===== config.mk =====
export PLATFORM = sky130hd
export DESIGN_NAME = renderer_top
export DESIGN_NICKNAME = d
export VERILOG_FILES = /design/src/rast_pkg.sv /design/src/fb_pkg.sv /design/src/cmd_decoder.sv /design/src/clear_sweeper.sv /design/src/fb_write_port.sv /design/src/renderer_top.sv
export SDC_FILE = /design/constraint.sdc
export NUM_CORES = 1
export LEC_CHECK = 0
export ABC_AREA = 1
export BUFFER_PORTS_ARGS = -buffer_cell sky130_fd_sc_hd__buf_2
export CAP_MARGIN = 25
export CORE_MARGIN = 1.5
export CORE_UTILIZATION = 33
export CTS_BUF_LIST = sky130_fd_sc_hd__clkbuf_4 sky130_fd_sc_hd__clkbuf_8 sky130_fd_sc_hd__clkbuf_16
export CTS_CLUSTER_DIAMETER = 30
export DETAILED_ROUTE_END_ITERATION = 8
export SYNTH_ARGS = -nofsm -noshare
export SYNTH_HDL_FRONTEND = slang
export SYNTH_SLANG_ARGS = --single-unit

===== constraint.sdc =====
create_clock -name aclk -period 9.2 [get_ports aclk]
set_clock_uncertainty 0.05 [all_clocks]
set_input_delay 0.46 -clock aclk [delete_from_list [all_inputs] [get_ports aclk]]
set_output_delay 0.46 -clock aclk [all_outputs]
set_load 0.02 [all_outputs]

===== src/rast_pkg.sv =====
/*
 * Command stream definitions for the rasterizer framebuffer front end.
 * Opcodes, register ids and the bit positions of every field in a
 * command word.
 */
package rast_pkg;

    localparam int CMD_WIDTH = 32;

    // Opcode and register id fields
    localparam int OP_MSB  = 31;
    localparam int OP_LSB  = 28;
    localparam int REG_MSB = 27;
    localparam int REG_LSB = 24;

    // Screen position layout, shared by resolution, scissor and fragment words
    localparam int X_MSB = 21;
    localparam int X_LSB = 11;
    localparam int Y_MSB = 10;
    localparam int Y_LSB = 0;

    // Value field for addresses, colors and enable flags
    localparam int VAL_MSB = 23;
    localparam int VAL_LSB = 0;

    typedef enum logic [3:0] {
        OP_NOP      = 4'h0,
        OP_SET_REG  = 4'h1,
        OP_CLEAR    = 4'h2,
        OP_FRAGMENT = 4'h3,
        OP_COMMIT   = 4'h4
    } cmd_op_t;

    typedef enum logic [3:0] {
        REG_BASE_ADDR      = 4'h0,
        REG_RESOLUTION     = 4'h1,
        REG_SCISSOR_START  = 4'h2,
        REG_SCISSOR_END    = 4'h3,
        REG_SCISSOR_ENABLE = 4'h4,
        REG_CLEAR_COLOR    = 4'h5,
        REG_COLOR_MASK     = 4'h6
    } fb_reg_t;

endpackage


===== src/fb_pkg.sv =====
/*
 * Framebuffer definitions.
 * Pixel and screen position types, the framebuffer configuration set by
 * the command stream, pixel requests and memory write words.
 */
package fb_pkg;

    localparam int SCREEN_POS_WIDTH = 11;
    localparam int ADDR_WIDTH       = 32;
    localparam int PIXEL_WIDTH      = 16;

    typedef logic [SCREEN_POS_WIDTH-1:0] screen_pos_t;

    typedef struct packed {
        logic [7:0] r;
        logic [7:0] g;
        logic [7:0] b;
    } rgb888_t;

    // Red in the top five bits, blue in the bottom five
    typedef logic [PIXEL_WIDTH-1:0] rgb565_t;

    typedef struct packed {
        logic [23:0] base_addr;
        screen_pos_t x_res;
        screen_pos_t y_res;
        logic        scissor_en;
        screen_pos_t scissor_x0;
        screen_pos_t scissor_y0;
        screen_pos_t scissor_x1;
        screen_pos_t scissor_y1;
        rgb888_t     clear_color;
        logic        color_en;
    } fb_conf_t;

    typedef struct packed {
        screen_pos_t x;
        screen_pos_t y;
        rgb888_t     color;
    } pix_req_t;

    typedef struct packed {
        logic [ADDR_WIDTH-1:0] addr;
        rgb565_t               data;
    } mem_wr_t;

endpackage


===== src/cmd_decoder.sv =====
/*
 * Command decoder.
 * Takes command words from the valid/ready stream, keeps the framebuffer
 * register file and sequences clears, two-word fragments and frame commits.
 */
`timescale 1ns/1ps

module cmd_decoder
    import rast_pkg::*, fb_pkg::*;
(
    input  logic                 aclk,
    input  logic                 rst,

    input  logic                 cmd_valid,
    output logic                 cmd_ready,
    input  logic [CMD_WIDTH-1:0] cmd_data,

    output fb_conf_t             conf,

    output logic                 clear_start,
    input  logic                 clear_busy,

    output logic                 frag_valid,
    input  logic                 frag_ready,
    output pix_req_t             frag,

    input  logic                 wr_idle,
    output logic                 swap_fb,
    input  logic                 fb_swapped
);

    typedef enum logic [2:0] {
        ST_IDLE,
        ST_FRAG_COLOR,
        ST_FRAG_ISSUE,
        ST_CLEAR,
        ST_DRAIN,
        ST_SWAP
    } state_t;

    state_t                     state;
    cmd_op_t                    op;
    fb_reg_t                    reg_id;
    screen_pos_t                cmd_x;
    screen_pos_t                cmd_y;
    logic [VAL_MSB-VAL_LSB:0]   cmd_val;
    logic                       cmd_fire;
    logic                       idle_fire;

    // Field extraction
    assign op      = cmd_op_t'(cmd_data[OP_MSB:OP_LSB]);
    assign reg_id  = fb_reg_t'(cmd_data[REG_MSB:REG_LSB]);
    assign cmd_x   = cmd_data[X_MSB:X_LSB];
    assign cmd_y   = cmd_data[Y_MSB:Y_LSB];
    assign cmd_val = cmd_data[VAL_MSB:VAL_LSB];

    assign cmd_ready = (state == ST_IDLE) || (state == ST_FRAG_COLOR);
    assign cmd_fire  = cmd_valid && cmd_ready;
    assign idle_fire = cmd_fire && (state == ST_IDLE);

    assign clear_start = idle_fire && (op == OP_CLEAR);
    assign frag_valid  = (state == ST_FRAG_ISSUE);
    assign swap_fb     = (state == ST_SWAP);

    always_ff @(posedge aclk)
    begin
        if (rst)
        begin
            state <= ST_IDLE;
        end
        else
        begin
            case (state)
                ST_IDLE:
                begin
                    if (cmd_valid)
                    begin
                        case (op)
                            OP_CLEAR:    state <= ST_CLEAR;
                            OP_FRAGMENT: state <= ST_FRAG_COLOR;
                            OP_COMMIT:   state <= ST_DRAIN;
                            // SET_REG completes here, NOP and unknown codes are dropped
                            default:     state <= ST_IDLE;
                        endcase
                    end
                end
                ST_FRAG_COLOR:
                    if (cmd_valid)
                        state <= ST_FRAG_ISSUE;
                ST_FRAG_ISSUE:
                    if (frag_ready)
                        state <= ST_IDLE;
                ST_CLEAR:
                    if (!clear_busy)
                        state <= ST_IDLE;
                ST_DRAIN:
                    if (wr_idle)
                        state <= ST_SWAP;
                ST_SWAP:
                    if (fb_swapped)
                        state <= ST_IDLE;
                default:
                    state <= ST_IDLE;
            endcase
        end
    end

    // Register file
    always_ff @(posedge aclk)
    begin
        if (rst)
        begin
            conf <= '0;
        end
        else if (idle_fire && (op == OP_SET_REG))
        begin
            case (reg_id)
                REG_BASE_ADDR:      conf.base_addr   <= cmd_val;
                REG_RESOLUTION:
                begin
                    conf.x_res <= cmd_x;
                    conf.y_res <= cmd_y;
                end
                REG_SCISSOR_START:
                begin
                    conf.scissor_x0 <= cmd_x;
                    conf.scissor_y0 <= cmd_y;
                end
                REG_SCISSOR_END:
                begin
                    conf.scissor_x1 <= cmd_x;
                    conf.scissor_y1 <= cmd_y;
                end
                REG_SCISSOR_ENABLE: conf.scissor_en  <= cmd_data[VAL_LSB];
                REG_CLEAR_COLOR:    conf.clear_color <= rgb888_t'(cmd_val);
                REG_COLOR_MASK:     conf.color_en    <= cmd_data[VAL_LSB];
                default:            conf             <= conf;
            endcase
        end
    end

    // Fragment position waits here for the color word
    always_ff @(posedge aclk)
    begin
        if (idle_fire && (op == OP_FRAGMENT))
        begin
            frag.x <= cmd_x;
            frag.y <= cmd_y;
        end
        if (cmd_fire && (state == ST_FRAG_COLOR))
            frag.color <= rgb888_t'(cmd_val);
    end

    // A swap must never overlap a running clear in the sweeper
    assert property (@(posedge aclk) disable iff (rst) !(swap_fb && clear_busy));

    assert property (@(posedge aclk) disable iff (rst) clear_start |=> !clear_start);

endmodule


===== src/clear_sweeper.sv =====
/*
 * Clear sweeper.
 * Walks the clear rectangle in row-major order and offers one pixel
 * request per position, carrying the clear color.
 */
`timescale 1ns/1ps

module clear_sweeper
    import fb_pkg::*;
(
    input  logic     aclk,
    input  logic     rst,
    input  fb_conf_t conf,
    input  logic     clear_start,
    output logic     clear_busy,
    output logic     sweep_valid,
    input  logic     sweep_ready,
    output pix_req_t sweep
);

    screen_pos_t rect_x0;
    screen_pos_t rect_y0;
    screen_pos_t rect_x1;
    screen_pos_t rect_y1;
    screen_pos_t cur_x;
    screen_pos_t cur_y;
    screen_pos_t next_x;
    screen_pos_t next_y;
    logic        rect_empty;
    logic        step;

    // Scissor rectangle clamped to the resolution, or the whole screen
    always_comb
    begin
        if (conf.scissor_en)
        begin
            rect_x0 = conf.scissor_x0;
            rect_y0 = conf.scissor_y0;
            rect_x1 = (conf.scissor_x1 < conf.x_res) ? conf.scissor_x1 : conf.x_res;
            rect_y1 = (conf.scissor_y1 < conf.y_res) ? conf.scissor_y1 : conf.y_res;
        end
        else
        begin
            rect_x0 = '0;
            rect_y0 = '0;
            rect_x1 = conf.x_res;
            rect_y1 = conf.y_res;
        end
    end

    assign rect_empty = (rect_x0 >= rect_x1) || (rect_y0 >= rect_y1);
    assign next_x     = cur_x + 1'b1;
    assign next_y     = cur_y + 1'b1;
    assign step       = sweep_valid && sweep_ready;

    assign sweep_valid = clear_busy;
    assign sweep       = '{x: cur_x, y: cur_y, color: conf.clear_color};

    always_ff @(posedge aclk)
    begin
        if (rst)
            clear_busy <= 1'b0;
        else if (clear_start)
            clear_busy <= !rect_empty;
        else if (step && (next_x == rect_x1) && (next_y == rect_y1))
            clear_busy <= 1'b0;
    end

    always_ff @(posedge aclk)
    begin
        if (clear_start)
        begin
            cur_x <= rect_x0;
            cur_y <= rect_y0;
        end
        else if (step)
        begin
            if (next_x == rect_x1)
            begin
                cur_x <= rect_x0;
                cur_y <= next_y;
            end
            else
            begin
                cur_x <= next_x;
            end
        end
    end

    assert property (@(posedge aclk) disable iff (rst)
        sweep_valid |-> (sweep.x >= rect_x0) && (sweep.x < rect_x1)
                     && (sweep.y >= rect_y0) && (sweep.y < rect_y1));

endmodule


===== src/fb_write_port.sv =====
/*
 * Framebuffer write port.
 * Holds one pixel request, applies the scissor and resolution test, reduces
 * the color to RGB565 and issues single-word writes against a credit count.
 */
`timescale 1ns/1ps

module fb_write_port
    import fb_pkg::*;
#(
    parameter int MEM_CREDITS = 4
)
(
    input  logic     aclk,
    input  logic     rst,
    input  fb_conf_t conf,

    input  logic     sweep_valid,
    output logic     sweep_ready,
    input  pix_req_t sweep,

    input  logic     frag_valid,
    output logic     frag_ready,
    input  pix_req_t frag,

    output logic     mem_wr_valid,
    output mem_wr_t  mem_wr,
    input  logic     mem_credit,

    output logic     wr_idle
);

    localparam int CNT_WIDTH = $clog2(MEM_CREDITS + 1);

    pix_req_t             in_req;
    logic                 in_visible;
    logic                 port_ready;
    logic                 accept;
    logic                 held_valid;
    logic                 held_write;
    logic                 held_done;
    mem_wr_t              held_wr;
    logic [CNT_WIDTH-1:0] credit_cnt;
    logic                 credit_avail;

    function automatic rgb565_t to_rgb565(input rgb888_t c);
        to_rgb565 = {c.r[7:3], c.g[7:2], c.b[7:3]};
    endfunction

    // Sweeper has priority over the fragment path
    assign in_req = sweep_valid ? sweep : frag;

    always_comb
    begin
        in_visible = (in_req.x < conf.x_res) && (in_req.y < conf.y_res);
        if (conf.scissor_en)
        begin
            in_visible = in_visible
                && (in_req.x >= conf.scissor_x0) && (in_req.x < conf.scissor_x1)
                && (in_req.y >= conf.scissor_y0) && (in_req.y < conf.scissor_y1);
        end
    end

    assign credit_avail = (credit_cnt != '0);
    // Rejected requests leave without waiting for a credit
    assign held_done    = held_valid && (!held_write || credit_avail);
    assign port_ready   = !held_valid || held_done;
    assign accept       = port_ready && (sweep_valid || frag_valid);

    assign sweep_ready  = port_ready;
    assign frag_ready   = port_ready && !sweep_valid;

    assign mem_wr_valid = held_valid && held_write && credit_avail;
    assign mem_wr       = held_wr;
    assign wr_idle      = !held_valid && (credit_cnt == CNT_WIDTH'(MEM_CREDITS));

    always_ff @(posedge aclk)
    begin
        if (rst)
            held_valid <= 1'b0;
        else if (accept)
            held_valid <= 1'b1;
        else if (held_done)
            held_valid <= 1'b0;
    end

    // Test and address use the configuration seen at acceptance
    always_ff @(posedge aclk)
    begin
        if (accept)
        begin
            held_write   <= in_visible && conf.color_en;
            held_wr.addr <= ADDR_WIDTH'(conf.base_addr)
                            + ADDR_WIDTH'(in_req.y) * ADDR_WIDTH'(conf.x_res)
                            + ADDR_WIDTH'(in_req.x);
            held_wr.data <= to_rgb565(in_req.color);
        end
    end

    always_ff @(posedge aclk)
    begin
        if (rst)
        begin
            credit_cnt <= CNT_WIDTH'(MEM_CREDITS);
        end
        else
        begin
            case ({mem_wr_valid, mem_credit})
                2'b10:   credit_cnt <= credit_cnt - 1'b1;
                2'b01:   credit_cnt <= credit_cnt + 1'b1;
                default: credit_cnt <= credit_cnt;
            endcase
        end
    end

    // Memory side must not hand back more credits than were used
    assert property (@(posedge aclk) disable iff (rst)
        credit_cnt <= CNT_WIDTH'(MEM_CREDITS));

    assert property (@(posedge aclk) disable iff (rst) mem_wr_valid |-> credit_cnt != '0);

endmodule


===== src/renderer_top.sv =====
/*
 * Framebuffer renderer top level.
 * Command decoder, clear sweeper and credit-gated write port.
 */
`timescale 1ns/1ps

module renderer_top
    import rast_pkg::*, fb_pkg::*;
#(
    parameter int MEM_CREDITS = 4
)
(
    input  logic                  aclk,
    input  logic                  rst,

    input  logic                  cmd_valid,
    output logic                  cmd_ready,
    input  logic [CMD_WIDTH-1:0]  cmd_data,

    output logic                  mem_wr_valid,
    output mem_wr_t               mem_wr,
    input  logic                  mem_credit,

    output logic                  swap_fb,
    input  logic                  fb_swapped,
    output logic [ADDR_WIDTH-1:0] fb_addr
);

    fb_conf_t conf;
    logic     clear_start;
    logic     clear_busy;
    logic     sweep_valid;
    logic     sweep_ready;
    pix_req_t sweep;
    logic     frag_valid;
    logic     frag_ready;
    pix_req_t frag;
    logic     wr_idle;

    assign fb_addr = ADDR_WIDTH'(conf.base_addr);

    cmd_decoder decoder (
        .aclk        (aclk),
        .rst         (rst),
        .cmd_valid   (cmd_valid),
        .cmd_ready   (cmd_ready),
        .cmd_data    (cmd_data),
        .conf        (conf),
        .clear_start (clear_start),
        .clear_busy  (clear_busy),
        .frag_valid  (frag_valid),
        .frag_ready  (frag_ready),
        .frag        (frag),
        .wr_idle     (wr_idle),
        .swap_fb     (swap_fb),
        .fb_swapped  (fb_swapped)
    );

    clear_sweeper sweeper (
        .aclk        (aclk),
        .rst         (rst),
        .conf        (conf),
        .clear_start (clear_start),
        .clear_busy  (clear_busy),
        .sweep_valid (sweep_valid),
        .sweep_ready (sweep_ready),
        .sweep       (sweep)
    );

    fb_write_port #(
        .MEM_CREDITS (MEM_CREDITS)
    ) write_port (
        .aclk         (aclk),
        .rst          (rst),
        .conf         (conf),
        .sweep_valid  (sweep_valid),
        .sweep_ready  (sweep_ready),
        .sweep        (sweep),
        .frag_valid   (frag_valid),
        .frag_ready   (frag_ready),
        .frag         (frag),
        .mem_wr_valid (mem_wr_valid),
        .mem_wr       (mem_wr),
        .mem_credit   (mem_credit),
        .wr_idle      (wr_idle)
    );

endmodule


==> qor.yml <==
drtPass1Iterations: 5
fillers: 5549
final_util_pct: 38.7
syn2layout_area_growth_pct: 16.1
max_freq_mhz: 129
num_vias: 15500
cp.arrival_ns: 8.06
status: "complete, no violations"
cpPeakStageDelay_ns: 0.84
setup_violations: 0
place_hpwl_mm: 44.2
slew_viol_final: 0
post_cts_resized: 0
clk_pin_slew_worst_paths_ns: 0.05
p_leak_nw: 9.71
dpl_cell_area_um2: 18900
ys.flop_type: "dfxtp_1"
cp_slowest_cell: "dfxtp_1"
postSynth.asyncResetShare_pct: 0
finalSetupTns_ns: 0
start_util_pct: 33.3
cts.htree.levels: 2
rows: 85
cts_tree: "done"
die-area_um2: 55500
hold_class: "in -> reg"
antenna_found_initial: 1
period_share_pct: 84.6
synth_top_area_share_pct: 17.3
multi_input_area_um2: 10300
crit_path_start_kind: "flop"
ys_top_cells_by_area: "edfxtp_1 17%, dfxtp_1 13%, ha_1 13%, fa_1 12%, nand2_1 9.8%"
powerDensity_nw_per_um2: 149
finalNonFillerCells: 3097
met2_usage_pct: 31.9
drive_gt1_share_pct: 11.5
wirelength_mm: 56.5
mostFrequentLayoutCell: "nand2_1"
coreArea_um2: 53600
relSlewSlack_pct: 38.9
drtIter0Drc: 1123
synth-seq-cells: 219
place_inst: 2997
rsz0062_at_grt: "no"
syn_avg_cell_area_um2: 7.87
vias_per_cell: 5.00
hold_violations: 0
seq_area_um2: 5420
syn_inst: 2270
total_power_mw: 3.10
routabilityCongestion: 0.957
seq_area_frac_synth_pct: 30.3
worst_slack_ns: 1.42
grt_util_met1_pct: 27.7
final_cell_mix: "468 x nand2_1, 408 x inv_1, 181 x a21oi_1"
yosysTopAreaCell: "edfxtp_1"
min_period_ns: 7.78
cts_num_sinks: 219
port_buffers: 105
met3_usage_pct: 4.02
synth_edf_count: 103
ir_drop_mv: 0.0997
maxCapViolations: 0
grt_max_degree: 56
synth_cell_types: 49
worst_pin_slew_ns: 0.916
fin_area_um2: 20700
grt_util_all_layers_pct: 20.4
root_buffer: "clkbuf_16"
fp.dieH_um: 236
post_cts_buffers: 0
grt_overflow_total: 0
hold_buffers: 0
syn-cell-area_um2: 17900
fin_nets: 2679
io_pins: 120
die_w_um: 236
crit_path_end_kind: "flop"
grt_pass1_wl_mm: 87.6
clock_latency_ns: 0.60
clockBufferDepth: 3
cpMostUsedCell: "nand2_1"
hold_slack_ns: 0.0371
crit_type: "reg -> reg"
insertedDiodeCount: 0
avgRoutedWirePerCell_um: 18.2
dp_worst_setup_slack_ns: 1.54
critPathRequiredTime_ns: 9.48
numCtsBuffers: 53
grt_pass1_vias: 15600
route.detailed.drc: 0
yosysWarnings: 0
drtAntennaViolNets: 0
grt_busiest_layer: "met2"
cp_max_fo: 26
layer usage:
layer | up-vias | wire length (um)
met5 | - | 0
met2 | 559 | 24700
met4 | 0 | 1820
met1 | 7357 | 25800
met3 | 117 | 4120
li1 | 7459 | -
kinds of logic (layout without fill, tap and decap cells):
kind of cell               Yosys count  in the layout  synth area share [%]
AOI/OAI and AO/OA                  396            396                  11.9
xor gates and xnor gates            42             42                  2.06
adders and majority gates          284            284                  24.3
buffers and inverters              525            643                  12.0
DFF                                219            219                  30.3
other                                1             14                0.0210
and+or+nand+nor                    803            803                  19.3
state kept, by name (all words and copies together) (netlist names), 3 cells and up:
name                   cells
decoder.conf             108
write_port.mem_wr         42
decoder.frag              38
sweeper.cur_x             11
sweeper.cur_y             11
decoder.state              3
write_port.credit_cnt      3
final cells by class:
class                      instances  share of cell area, %
multi-input combinational       1539                   49.9
sequential                       219                   26.1
inverter                         419                   7.59
clock buffer                      62                   6.87
tap                              696                   4.20
timing repair buffer             126                   3.42
clock inverter                    36                   1.89
final timing paths:
check,start,slack (ns),endpoint,cells past startpoint
max,sweeper.clear_busy$_SDFFE_PP0P_,1.42,write_port.mem_wr[37]$_DFFE_PP_,29
min,cmd_data[22],0.04,decoder.frag[22]$_DFFE_PP_,1
max reg2reg,sweeper.clear_busy$_SDFFE_PP0P_,1.42,write_port.mem_wr[37]$_DFFE_PP_,29
min reg2reg,decoder.conf[5]$_SDFFE_PP0P_,0.40,decoder.conf[5]$_SDFFE_PP0P_,2
worst max-delay path: cells and delay by family (launching register included):
kind,cells,cell delay [ns]
AOI/OAI and AO/OA,4,0.92
xor gates and xnor gates,2,0.23
adders and majority gates,7,3.09
buffers and inverters,4,0.74
DFF,1,0.84
and+or+nand+nor,12,1.67
synth_stat cells, types with 2 or more instances:
master	n
fa_1	104
nor2_2	5
buf_6	3
o31ai_1	2
a21o_1	7
or2_2	27
nor4_1	4
inv_1	410
nand3_1	77
a21oi_1	181
dfxtp_1	116
edfxtp_1	103
nand4_1	52
and2_1	2
nand3b_1	8
a21boi_0	2
a211oi_1	5
xor2_1	33
o21bai_1	4
o311a_1	2
nor3_1	20
nand3_2	2
xnor2_1	9
buf_4	39
nor2_1	133
clkinv_1	7
inv_2	2
o21a_1	5
ha_1	180
clkbuf_1	58
o21ai_2	12
buf_2	6
o21ai_0	164
nand2_1	468
a31oi_1	3
o211ai_1	2
report_power, final:
part | leakage [nW] | internal, mW | switching, mW
combinational | 6.94 | 0.0419 | 0.114
clock | 0.899 | 1.27 | 0.612
sequential | 1.88 | 1.05 | 0.00926
Note: power is estimated with default switching activity, not from simulation.
